File: config.mk
export PLATFORM = sky130hd
export DESIGN_NAME = axi_ctrl_logic
export DESIGN_NICKNAME = d
export VERILOG_FILES = /design/src/logic/mailbox_map_pkg.sv /design/src/logic/mailbox_cmd_pkg.sv /design/src/logic/mailbox_cmd_if.sv /design/src/logic/mailbox_ingress.sv /design/src/logic/mailbox_regfile.sv /design/src/logic/mailbox_completion.sv /design/src/logic/axi_ctrl_logic.sv
export SDC_FILE = /design/constraint.sdc
export NUM_CORES = 1
export LEC_CHECK = 0
export ABC_AREA = 1
export BUFFER_PORTS_ARGS = -buffer_cell sky130_fd_sc_hd__buf_2
export CORE_MARGIN = 2
export CORE_UTILIZATION = 55
export CTS_CLUSTER_SIZE = 40
export DETAILED_ROUTE_END_ITERATION = 10
export PLACE_DENSITY = 0.82
export SLEW_MARGIN = 0
export SYNTH_ARGS = -nofsm -noshare
export SYNTH_HDL_FRONTEND = slang
export SYNTH_HIERARCHICAL = 1
export SYNTH_SLANG_ARGS = --single-unit
File: constraint.sdc
create_clock -name axi_aclk -period 5.2 [get_ports axi_aclk]
set_input_delay 1.56 -clock axi_aclk [delete_from_list [all_inputs] [get_ports axi_aclk]]
set_output_delay 1.56 -clock axi_aclk [all_outputs]
set_load 0.03 [all_outputs]
File: src/logic/mailbox_map_pkg.sv
/*
 * Mailbox address map
 * widths, register windows and fixed data values shared by the
 * ingress, register file, completion and top level
 */
`default_nettype none

package mailbox_map_pkg;

    // ----------------------------------------
    // port widths
    // ----------------------------------------
    localparam int ADDR_W = 15;
    localparam int DATA_W = 32;
    localparam int STRB_W = 4;

    // ----------------------------------------
    // register windows, byte addresses
    // ----------------------------------------
    localparam logic [ADDR_W-1:0] MB_FIRST = 15'h2000;
    localparam logic [ADDR_W-1:0] MB_LAST  = 15'h201F;
    localparam logic [ADDR_W-1:0] AA_FIRST = 15'h2100;
    localparam logic [ADDR_W-1:0] AA_LAST  = 15'h2107;

    localparam int MB_WORDS = 8;
    localparam int AA_WORDS = 2;
    // word index taken from address bits above the byte offset
    localparam int IDX_W    = 3;

    // aux words
    localparam int AA_ENABLE_WORD = 0;
    localparam int AA_STATUS_WORD = 1;

    // returned for any read outside MB and AA
    localparam logic [DATA_W-1:0] READ_ALL_ONES = '1;

    // ----------------------------------------
    // stream header beat layout
    // ----------------------------------------
    localparam int SS_ADDR_W   = 28;
    localparam int SS_STRB_LSB = 28;
    localparam int SS_USER_W   = 2;

endpackage

`default_nettype wire

File: src/logic/mailbox_cmd_pkg.sv
/*
 * Mailbox command types
 * opcodes passed from ingress to the register file and the
 * stream user codes seen on the SS port
 */
`default_nettype none

package mailbox_cmd_pkg;

    import mailbox_map_pkg::*;

    // one decoded operation per command handshake
    typedef enum logic [2:0] {
        OP_WR_MB,
        OP_RD_MB,
        OP_WR_AA,
        OP_RD_AA,
        OP_RD_UNSUPP,
        // acked, nothing written
        OP_WR_IGNORE,
        // stream write, also sets interrupt status
        OP_REMOTE_WR_MB
    } mailbox_op_e;

    // user field of the first stream beat
    typedef enum logic [SS_USER_W-1:0] {
        SS_RESERVED   = 2'b00,
        SS_REMOTE_WR  = 2'b01,
        // remote read request, not served here
        SS_REMOTE_RD  = 2'b10,
        // read return, not served here
        SS_RD_RETURN  = 2'b11
    } ss_user_e;

endpackage

`default_nettype wire

File: src/logic/mailbox_cmd_if.sv
/*
 * Mailbox command channel
 * one decoded command with a four-phase req/ack between
 * ingress (issuer) and register file (executor)
 */
`timescale 1ns/10ps
`default_nettype none

interface mailbox_cmd_if
    import mailbox_map_pkg::*;
    import mailbox_cmd_pkg::*;
();

    logic              req;
    logic              ack;
    mailbox_op_e       op;
    logic [IDX_W-1:0]  index;
    logic [DATA_W-1:0] wdata;
    logic [STRB_W-1:0] wstrb;

    // fields are stable for the whole time req is high
    modport issuer (
        output req, op, index, wdata, wstrb,
        input  ack
    );

    modport executor (
        input  req, op, index, wdata, wstrb,
        output ack
    );

endinterface

`default_nettype wire

File: src/logic/mailbox_ingress.sv
/*
 * Mailbox ingress
 * round-robin between LS and SS, collects the two stream beats,
 * decodes addresses and issues one command at a time
 */
`timescale 1ns/10ps
`default_nettype none

module mailbox_ingress
    import mailbox_map_pkg::*;
    import mailbox_cmd_pkg::*;
(
    input  wire                 axi_aclk,
    input  wire                 axi_aresetn,
    input  wire                 bk_ls_valid,
    input  wire                 bk_ls_rd_wr,
    input  wire  [ADDR_W-1:0]   bk_ls_addr,
    input  wire  [DATA_W-1:0]   bk_ls_wdata,
    input  wire  [STRB_W-1:0]   bk_ls_wstrb,
    input  wire                 bk_ss_valid,
    input  wire  [DATA_W-1:0]   bk_ss_data,
    input  wire  [SS_USER_W-1:0] bk_ss_user,
    output logic                bk_ss_ready,
    mailbox_cmd_if.issuer       cmd
);

    typedef enum logic [2:0] {
        ST_IDLE,
        ST_GRANT,
        ST_LS_ISSUE,
        ST_SS_HDR,
        ST_SS_DATA,
        ST_WAIT_ACK,
        ST_WAIT_REL
    } state_e;

    state_e               state;
    logic                 grant_ss;
    logic                 last_ss;
    logic                 ss_ready;
    logic                 ss_beat;
    logic                 ls_in_mb;
    logic                 ls_in_aa;
    logic                 hdr_in_mb;
    mailbox_op_e          ls_op;
    logic [SS_ADDR_W-1:0] hdr_addr;
    logic [STRB_W-1:0]    hdr_strb;

    assign ss_beat     = bk_ss_valid && ss_ready;
    assign bk_ss_ready = ss_ready;
    // req covers the issue cycle and the wait for ack
    assign cmd.req     = (state == ST_LS_ISSUE) || (state == ST_WAIT_ACK);

    // ----------------------------------------
    // address decode
    // ----------------------------------------
    assign ls_in_mb  = (bk_ls_addr >= MB_FIRST) && (bk_ls_addr <= MB_LAST);
    assign ls_in_aa  = (bk_ls_addr >= AA_FIRST) && (bk_ls_addr <= AA_LAST);
    assign hdr_in_mb = (hdr_addr >= SS_ADDR_W'(MB_FIRST)) &&
                       (hdr_addr <= SS_ADDR_W'(MB_LAST));

    // rd_wr high means read
    always_comb begin
        if (ls_in_mb) begin
            ls_op = bk_ls_rd_wr ? OP_RD_MB : OP_WR_MB;
        end else if (ls_in_aa) begin
            ls_op = bk_ls_rd_wr ? OP_RD_AA : OP_WR_AA;
        end else begin
            ls_op = bk_ls_rd_wr ? OP_RD_UNSUPP : OP_WR_IGNORE;
        end
    end

    // ----------------------------------------
    // control FSM
    // ----------------------------------------
    always_ff @(posedge axi_aclk or negedge axi_aresetn) begin
        if (!axi_aresetn) begin
            state    <= ST_IDLE;
            grant_ss <= 1'b0;
            // LS takes the first tie after reset
            last_ss  <= 1'b1;
            ss_ready <= 1'b0;
        end else begin
            case (state)
                ST_IDLE: begin
                    if (bk_ls_valid || bk_ss_valid) begin
                        grant_ss <= bk_ss_valid && (!bk_ls_valid || !last_ss);
                        state    <= ST_GRANT;
                    end
                end
                ST_GRANT: begin
                    last_ss <= grant_ss;
                    state   <= grant_ss ? ST_SS_HDR : ST_LS_ISSUE;
                end
                ST_LS_ISSUE: begin
                    state <= ST_WAIT_ACK;
                end
                ST_SS_HDR: begin
                    if (ss_beat) begin
                        ss_ready <= 1'b0;
                        // only remote writes carry a data beat
                        if (ss_user_e'(bk_ss_user) == SS_REMOTE_WR) begin
                            state <= ST_SS_DATA;
                        end else begin
                            state <= ST_IDLE;
                        end
                    end else if (bk_ss_valid) begin
                        ss_ready <= 1'b1;
                    end
                end
                ST_SS_DATA: begin
                    if (ss_beat) begin
                        ss_ready <= 1'b0;
                        state    <= hdr_in_mb ? ST_WAIT_ACK : ST_IDLE;
                    end else if (bk_ss_valid) begin
                        ss_ready <= 1'b1;
                    end
                end
                ST_WAIT_ACK: begin
                    if (cmd.ack) begin
                        state <= ST_WAIT_REL;
                    end
                end
                ST_WAIT_REL: begin
                    if (!cmd.ack) begin
                        state <= ST_IDLE;
                    end
                end
                default: state <= ST_IDLE;
            endcase
        end
    end

    // command fields and stream header
    always_ff @(posedge axi_aclk) begin
        if (state == ST_GRANT && !grant_ss) begin
            cmd.op    <= ls_op;
            cmd.index <= bk_ls_addr[IDX_W+1:2];
            cmd.wdata <= bk_ls_wdata;
            cmd.wstrb <= bk_ls_wstrb;
        end else if (state == ST_SS_DATA && ss_beat) begin
            cmd.op    <= OP_REMOTE_WR_MB;
            cmd.index <= hdr_addr[IDX_W+1:2];
            cmd.wdata <= bk_ss_data;
            cmd.wstrb <= hdr_strb;
        end
        if (state == ST_SS_HDR && ss_beat) begin
            hdr_addr <= bk_ss_data[SS_ADDR_W-1:0];
            hdr_strb <= bk_ss_data[SS_STRB_LSB +: STRB_W];
        end
    end

    // req is only released after the executor answered
    a_req_held: assert property (@(posedge axi_aclk) disable iff (!axi_aresetn)
        $fell(cmd.req) |-> $past(cmd.ack));

    a_ss_ready_state: assert property (@(posedge axi_aclk) disable iff (!axi_aresetn)
        bk_ss_ready |-> (state inside {ST_SS_HDR, ST_SS_DATA}));

endmodule

`default_nettype wire

File: src/logic/mailbox_regfile.sv
/*
 * Mailbox register file
 * eight mailbox words plus interrupt enable and status, executes
 * commands from ingress and drives the interrupt
 */
`timescale 1ns/10ps
`default_nettype none

module mailbox_regfile
    import mailbox_map_pkg::*;
    import mailbox_cmd_pkg::*;
(
    input  wire                axi_aclk,
    input  wire                axi_aresetn,
    mailbox_cmd_if.executor    cmd,
    output logic               ls_done,
    output logic [DATA_W-1:0]  ls_rdata,
    output logic               axi_interrupt
);

    logic [DATA_W-1:0] mb_regs [MB_WORDS];
    logic              int_en;
    logic              int_status;
    logic              req_q;
    logic              ack;
    logic              exec;
    logic [DATA_W-1:0] rd_word;

    // one execute per handshake on the cycle after req was sampled
    assign exec          = req_q && cmd.req && !ack;
    assign cmd.ack       = ack;
    assign axi_interrupt = int_en && int_status;

    // read mux gives zero for every write opcode
    always_comb begin
        rd_word = '0;
        case (cmd.op)
            OP_RD_MB: begin
                rd_word = mb_regs[cmd.index];
            end
            OP_RD_AA: begin
                if (cmd.index == IDX_W'(AA_ENABLE_WORD)) begin
                    rd_word[0] = int_en;
                end else if (cmd.index == IDX_W'(AA_STATUS_WORD)) begin
                    rd_word[0] = int_status;
                end
            end
            OP_RD_UNSUPP: begin
                rd_word = READ_ALL_ONES;
            end
            default: begin
                rd_word = '0;
            end
        endcase
    end

    // ----------------------------------------
    // handshake and register writes
    // ----------------------------------------
    always_ff @(posedge axi_aclk or negedge axi_aresetn) begin
        if (!axi_aresetn) begin
            req_q      <= 1'b0;
            ack        <= 1'b0;
            ls_done    <= 1'b0;
            int_en     <= 1'b0;
            int_status <= 1'b0;
            for (int w = 0; w < MB_WORDS; w++) begin
                mb_regs[w] <= '0;
            end
        end else begin
            req_q   <= cmd.req;
            ls_done <= 1'b0;
            if (exec) begin
                ack     <= 1'b1;
                ls_done <= (cmd.op != OP_REMOTE_WR_MB);
                case (cmd.op)
                    OP_WR_MB, OP_REMOTE_WR_MB: begin
                        for (int b = 0; b < STRB_W; b++) begin
                            if (cmd.wstrb[b]) begin
                                mb_regs[cmd.index][b*8 +: 8] <= cmd.wdata[b*8 +: 8];
                            end
                        end
                    end
                    OP_WR_AA: begin
                        // only bit 0 of each aux word is writable
                        if (cmd.wstrb[0]) begin
                            if (cmd.index == IDX_W'(AA_ENABLE_WORD)) begin
                                int_en <= cmd.wdata[0];
                            end else if (cmd.index == IDX_W'(AA_STATUS_WORD) &&
                                         cmd.wdata[0]) begin
                                int_status <= 1'b0;
                            end
                        end
                    end
                    default: begin
                    end
                endcase
                // set even with interrupt disabled
                if (cmd.op == OP_REMOTE_WR_MB) begin
                    int_status <= 1'b1;
                end
            end else if (ack && !cmd.req) begin
                ack <= 1'b0;
            end
        end
    end

    always_ff @(posedge axi_aclk) begin
        if (exec) begin
            ls_rdata <= rd_word;
        end
    end

    a_ack_needs_req: assert property (@(posedge axi_aclk) disable iff (!axi_aresetn)
        $rose(cmd.ack) |-> (cmd.req && $past(cmd.req)));

endmodule

`default_nettype wire

File: src/logic/mailbox_completion.sv
/*
 * Mailbox completion
 * turns the register file done pulse into the LS ready pulse
 * with its read data
 */
`timescale 1ns/10ps
`default_nettype none

module mailbox_completion
    import mailbox_map_pkg::*;
(
    input  wire                axi_aclk,
    input  wire                axi_aresetn,
    input  wire                ls_done,
    input  wire  [DATA_W-1:0]  ls_rdata,
    output logic               bk_ls_ready,
    output logic [DATA_W-1:0]  bk_ls_rdata
);

    // ready follows done by one cycle, rdata only valid with it
    always_ff @(posedge axi_aclk or negedge axi_aresetn) begin
        if (!axi_aresetn) begin
            bk_ls_ready <= 1'b0;
            bk_ls_rdata <= '0;
        end else begin
            bk_ls_ready <= ls_done;
            if (ls_done) begin
                bk_ls_rdata <= ls_rdata;
            end else begin
                // back to zero once the pulse is over
                bk_ls_rdata <= '0;
            end
        end
    end

    // done is a single pulse per LS command
    a_ready_pulse: assert property (@(posedge axi_aclk) disable iff (!axi_aresetn)
        bk_ls_ready |=> !bk_ls_ready);

endmodule

`default_nettype wire

File: src/logic/axi_ctrl_logic.sv
/*
 * Mailbox and interrupt controller, top level
 * LS register port and SS stream port into the mailbox
 */
`timescale 1ns/10ps
`default_nettype none

module axi_ctrl_logic
    import mailbox_map_pkg::*;
(
    input  wire                  axi_aclk,
    input  wire                  axi_aresetn,
    output logic                 axi_interrupt,

    // LS register access
    input  wire                  bk_ls_rd_wr,
    input  wire  [ADDR_W-1:0]    bk_ls_addr,
    input  wire  [DATA_W-1:0]    bk_ls_wdata,
    input  wire  [STRB_W-1:0]    bk_ls_wstrb,
    output logic [DATA_W-1:0]    bk_ls_rdata,
    input  wire                  bk_ls_valid,
    output logic                 bk_ls_ready,

    // SS stream input
    input  wire  [DATA_W-1:0]    bk_ss_data,
    input  wire  [SS_USER_W-1:0] bk_ss_user,
    output logic                 bk_ss_ready,
    input  wire                  bk_ss_valid
);

    logic              ls_done;
    logic [DATA_W-1:0] ls_rdata;

    mailbox_cmd_if cmd_if ();

    mailbox_ingress ingress_i (
        .axi_aclk    (axi_aclk),
        .axi_aresetn (axi_aresetn),
        .bk_ls_valid (bk_ls_valid),
        .bk_ls_rd_wr (bk_ls_rd_wr),
        .bk_ls_addr  (bk_ls_addr),
        .bk_ls_wdata (bk_ls_wdata),
        .bk_ls_wstrb (bk_ls_wstrb),
        .bk_ss_valid (bk_ss_valid),
        .bk_ss_data  (bk_ss_data),
        .bk_ss_user  (bk_ss_user),
        .bk_ss_ready (bk_ss_ready),
        .cmd         (cmd_if.issuer)
    );

    mailbox_regfile regfile_i (
        .axi_aclk      (axi_aclk),
        .axi_aresetn   (axi_aresetn),
        .cmd           (cmd_if.executor),
        .ls_done       (ls_done),
        .ls_rdata      (ls_rdata),
        .axi_interrupt (axi_interrupt)
    );

    mailbox_completion completion_i (
        .axi_aclk    (axi_aclk),
        .axi_aresetn (axi_aresetn),
        .ls_done     (ls_done),
        .ls_rdata    (ls_rdata),
        .bk_ls_ready (bk_ls_ready),
        .bk_ls_rdata (bk_ls_rdata)
    );

endmodule

`default_nettype wire

---- Yosys cells after proc, flatten, opt, wreduce, memory -nomap -nowiden ----
Index checks and enable logic that the tools add are counted.
storage, ports and cells
  word-level logic and storage cells ...... 156
  input bits .............................. 90
  output and inout port bits .............. 35
  bits in registers ....................... 406
operators by class
  order comparisons ....................... 8
  eq/ne operators ......................... 20
  reductions and logical operators ........ 39
  mux-type cells .......................... 62
  bitwise logic cells ..................... 1
operators with widths
  cell                  count
  $mux 256              10
  $bwmux 256            4
  $demux 32 s3          4
  $mux 32               6
  $bmux 32 s3           1
  $pmux 31 s2           1
  $mux 3                13
  $ge 15x14->1 const B  2
  $le 15x14->1 const B  2
  $ge 28x14->1 const B  1
  $le 28x14->1 const B  1
  $mux 24               1
  $pmux 3 s7            1
  $mux 1                16
  $mux 16               1
  $eq 3x3->1 const B    5
  $logic_and 1x1->1     14
  $eq 3x2->1 const B    4
  $reduce_bool 2->1     6
  $reduce_and 5->1      2
  $eq 3x1->1 const B    3
  $logic_not 3->1       3
  $mux 4                2
  $mux 8                1
  other kinds (13)      26

---- Depth between registers and ports, before layout ----
  depth in word-level cells ............... 19
  gate-level depth with buffers ........... 12
  gate-level depth less buffers ........... 11

---- Modules after synthesis ----
The synthesis kept the hierarchy.
by module, submodules not included
  module              seq. area each (um^2)  area each (um^2)  times used  cells an instance
  mailbox_regfile     7,492.2                14,288.7          1           1,924
  mailbox_ingress     2,313.5                3,380.7           1           324
  mailbox_completion  825.8                  1,099.8           1           100

---- Worst setup path after synthesis ----
OpenSTA, ideal clock, no wires.
  kind .................................... input -> register
  from .................................... input port bk_ss_valid
  to ...................................... register ingress_i.cmd.index[0], enable pin
  data arrival time ....................... 4.636 ns
  setup time .............................. 0.500 ns
  required time ........................... 4.700 ns
  cell stages on the path ................. 2
  setup slack ............................. 0.065 ns
  buffers on the path ..................... 0
  cells stage by stage .................... nand2_1 -> o21ai_0
on the way
  longest elaborated chain between the ends .. 3
RTL lines
  element                             RTL line                text
  from (decl)                         axi_ctrl_logic.sv:28    input wire bk_ss_valid
  $logic_and 1x1->1                   mailbox_ingress.sv:49   assign ss_beat = bk_ss_valid && ss_ready;
  $logic_and 1x1->1                   mailbox_ingress.sv:141  end else if (state == ST_SS_DATA && ss_beat) begin
  $reduce_bool 2->1 (no source line)  -
  to (signal assigned)                mailbox_ingress.sv:138  cmd.index <= bk_ls_addr[IDX_W+1:2];
  to (signal assigned)                mailbox_ingress.sv:143  cmd.index <= hdr_addr[IDX_W+1:2];
  to (decl)                           mailbox_cmd_if.sv:23    output req, op, index, wdata, wstrb,
No other way between the ends.
A chain may end at the register's enable or synchronous reset.

---- Worst setup path in the final report ----
  from .................................... register ingress_i.cmd.index[1]
  to ...................................... register regfile_i/mb_regs[217] (netlist name)
on the way
  longest elaborated chain between the ends .. 16
  elaborated cells between the ends (all ways) .. 23
  those cells by class .................... order compare: 2; mux: 19; bitwise: 1; reduce/logical: 1
RTL lines
  element                            RTL line               text
  $not 3->4 (not written as such) *  mailbox_regfile.sv:80  mb_regs[cmd.index][b*8 +: 8] <= cmd.wdata[b*8 +: 8];
  $demux 32 s3                       mailbox_regfile.sv:80
  $bwmux 256                         mailbox_regfile.sv:80
  $mux 256                           mailbox_regfile.sv:79  if (cmd.wstrb[b]) begin
  $mux 256                           mailbox_regfile.sv:76  case (cmd.op)
  $mux 256                           mailbox_regfile.sv:73  if (exec) begin
  $bwmux 256                         mailbox_regfile.sv:80
  $mux 256                           mailbox_regfile.sv:79
  $mux 256                           mailbox_regfile.sv:76
  $mux 256                           mailbox_regfile.sv:73
  $bwmux 256                         mailbox_regfile.sv:80
  $mux 256                           mailbox_regfile.sv:79
  $mux 256                           mailbox_regfile.sv:76
  $mux 256                           mailbox_regfile.sv:73
  $bwmux 256                         mailbox_regfile.sv:80
  $mux 256 *                         mailbox_regfile.sv:79
  to (signal, indexed assignment)    mailbox_regfile.sv:80
  to (decl)                          mailbox_regfile.sv:21  logic [DATA_W-1:0] mb_regs [MB_WORDS];
Every way passes the cells marked *; elsewhere a longest branch is shown, timed or not. The select of a mux whose other input is x is not followed.

==> flow_summary.ini <==
[critical_path]
slowest_delay_ns = 0.66
cp_common_cell = nand2_1
worst_setup_path_end_kind = flop
crit_arrival_ns = 3.91
reg2reg_from = ingress_i/cmd.index[1]$_DFFE_PP_
crit_start = ingress_i/cmd.index[1]$_DFFE_PP_
cp-start-kind = flop
cpMaxStageDelayCell = edfxtp_1
cp.required_ns = 5.61
cp_max_fo = 66
cp_cell_sequence = buf_4, inv_1, nand2_1, inv_2, buf_4, nand2_2, nor2_2, nand2_1, nand2_1, nand2_1
path_class = reg2reg

[pwr]
p_switching_mw = 3.12
power.share.switching = 0.344
combinationalPowerShare = 0.210
p_clk_frac = 0.321
p_leak_nw = 11.3
p_per_area_nw_per_um2 = 433
ir_worst_vdd_mv = 0.348
internal-power_mw = 5.96
power_frac_seq = 0.469

[logic_synthesis]
yosysTopAreaCellShare = 0.399
avgSynthCellArea_um2 = 7.99
ys_ff_latch = 404
synthCells = 2348
synth_area_um2 = 18800
ys_seq_area_frac = 0.566
yosysTopAreaCell = dfrtp_1
yosys-top-cells-area = dfrtp_1 (40%), nand2_1 (26%), edfxtp_1 (17%), nand3_1 (5.6%), inv_1 (2.8%)
syn-num-nets = 2438
synth_warnings = 6
synth_cell_type_count = 34

[clocking]
post_cts_buffers = 0
ctsHoldBuffers = 0
cts_made_buffers = 41
cts_resized = 0
cts.sinks = 404
cts_root_buf = clkbuf_16
path_clk_slew_ns = 0.06
cts_tree = done
clockBufferDepth = 3
clkLatencyLatePin_ns = 0.53
htree_levels = 2

[timing]
relSlewSlack = 0.162
hold_viol = 0
clock-skew-final_ns = 0.0127
worst_slack_ns = 1.70
tightest_slew_ns = 1.26
min_period_ns = 3.50
setup-violations-final = 0
setup_tns_ns = 0
drv_slew = 0
finalCritPeriodShare = 0.673
fmax_ghz = 0.286
rsz0062_at_grt = false

[placement]
io_buffers = 124
pre_cts_ws_ns = 1.81
dp_hpwl_um = 31700
routabilityCongestion = 0.942

[hold_path]
worst_hold_startpoint = regfile_i/ls_rdata[8]$_SDFFCE_PN0P_
worstHoldPathType = reg2reg

[global_routing]
grt_pass1_vias = 15200
grt_max_degree = 112
grt_overflow = 0
grt_use_total = 0.272
grt_pass1_wl_um = 77400
antenna_found_initial = 0

[routing]
postRouteAntennaNets = 0
wl_per_cell_um = 16.5
via_per_inst = 5.48
routed_wl_um = 47900
route.vias.total = 15900
dr.pass1.iters = 6
drc_errors = 0
drt-initial-drc-count = 1848

[final_layout]
seqCellArea_um2 = 10600
nets = 2514
diodes = 0
fillCellCount = 2793
area_growth_syn_to_layout_pct = 11.7
final_layout_size_suffix_gt1_frac = 0.105
multi_input_area_um2 = 7100

[floorplanning]
placementRows = 67
io_pins = 125
die_h_um = 189
die_w_um = 189
die_area_um2 = 35600
initial_core_util = 0.560
core_um2 = 33500

[flow_run]
drv_cap = 0

[status]
status = finished clean
## cells by family (layout without fill, tap and decap cells)
kind of cell              Yosys count  after routing  share of synthesized area
xor gates and xnor gates            1              1                   0.000467
and+or+nand+nor                  1673           1673                      0.371
buffers and inverters             255            364                     0.0575
AOI/OAI and AO/OA                  15             15                    0.00513
DFF                               404            404                      0.566
## metrics by stage
| step | total power, mW | area, µm² | utilization | instances | hold slack, ns |
|---|---|---|---|---|---|
| 6_report | 9.08 | 21000 | 0.625 | 2905 | 0.430 |
| 5_1_grt | 9.49 | 21000 | 0.625 | 2905 | 0.467 |
| 4_1_cts | 9.08 | 21000 | 0.625 | 2905 | 0.434 |
| 3_5_place_dp | 6.15 | 19600 | 0.585 | 2829 | 0.423 |
| 3_3_place_gp | 6.07 | 19600 | 0.585 | 2829 | 0.421 |
| 2_1_floorplan | 5.55 | 18800 | - | 2348 | 0.409 |
## state kept, by name, indices dropped and copies added (netlist names)
signal / cells
completion_i/bk_ls_ready: 1
ingress_i/cmd.index: 3
regfile_i/ls_done: 1
regfile_i/int_status: 1
regfile_i/ls_rdata: 32
ingress_i/cmd.wstrb: 4
regfile_i/int_en: 1
regfile_i/req_q: 1
ingress_i/state: 3
ingress_i/bk_ss_ready: 1
ingress_i/hdr_strb: 4
ingress_i/cmd.op: 3
ingress_i/last_ss: 1
ingress_i/grant_ss: 1
ingress_i/cmd.wdata: 32
ingress_i/hdr_addr: 26
regfile_i/mb_regs: 256
regfile_i/cmd.ack: 1
completion_i/bk_ls_rdata: 32
## cells in the mapped netlist, drive strengths merged
master and instances:
nor2 74, nor3b 1, xnor2 1, o21ai 8, dfstp 1, nand3 213
nand4 25, nand3b 1, buf 72, o211ai 2, or2 1, clkbuf 36
inv 147, dfrtp 299, nor3 50, a21oi 5, edfxtp 104, nand2 1308
## worst max-delay path: cells and delay by family, from the launching register on
| family | cells | cell delay (ns) |
|---|---|---|
| flops | 1 | 0.66 |
| buf+inv | 4 | 1.29 |
| simple gates | 6 | 1.39 |
## power by group through the flow
| stage | Combinational (mW) | Sequential [mW] | Clock (mW) |
|---|---|---|---|
| floorplan | 1.51 | 4.04 | 0 |
| global placement | 1.79 | 4.28 | 0 |
| detailed placement | 1.86 | 4.29 | 0 |
| CTS | 1.87 | 4.24 | 2.96 |
| global route | 2.10 | 4.31 | 3.08 |
| finish | 1.91 | 4.26 | 2.91 |
## worst paths after layout
kind,endpoint,slack (ns),depth (start not counted)
worst max register to register,regfile_i/mb_regs[217]$_DFFE_PN0P_,1.70,10
worst max-delay path,regfile_i/mb_regs[217]$_DFFE_PN0P_,1.70,10
worst min-delay path,completion_i/bk_ls_rdata[8]$_DFF_PN0_,0.43,2
worst min register to register,completion_i/bk_ls_rdata[8]$_DFF_PN0_,0.43,2
min in group asynchronous,completion_i/bk_ls_rdata[10]$_DFF_PN0_,0.95,1
max in group asynchronous,regfile_i/mb_regs[187]$_DFFE_PN0P_,3.21,2
## layout by cell type (no fill, tap or decap), drive strengths merged
| cell | count |
|---|---|
| a21oi | 5 |
| buf | 141 |
| bufinv | 2 |
| clkbuf | 55 |
| clkinv | 16 |
| clkinvlp | 2 |
| dfrtp | 299 |
| dfstp | 1 |
| edfxtp | 104 |
| inv | 148 |
| nand2 | 1308 |
| nand3 | 213 |
| nand3b | 1 |
| nand4 | 25 |
| nor2 | 74 |
| nor3 | 50 |
| nor3b | 1 |
| o211ai | 2 |
| o21ai | 8 |
| or2 | 1 |
| xnor2 | 1 |
## area by class of cell
cell class / count / area share
Sequential cell: 404 / 0.507
Clock buffer: 55 / 0.0564
Tap cell: 448 / 0.0267
Timing Repair Buffer: 141 / 0.0368
Multi-Input combinational cell: 1689 / 0.339
Clock inverter: 21 / 0.00764
Inverter: 147 / 0.0264
## metal layers
layer,vias up,GRT usage,wire length (µm),part of all wire
li1,7459,-,-,-
met5,-,0,0,0
met4,0,0.0989,1770,0.037
met3,148,0.0508,4660,0.097
met1,7396,0.364,19100,0.40
met2,921,0.446,22400,0.47
Power figures use the tool's default switching activity.
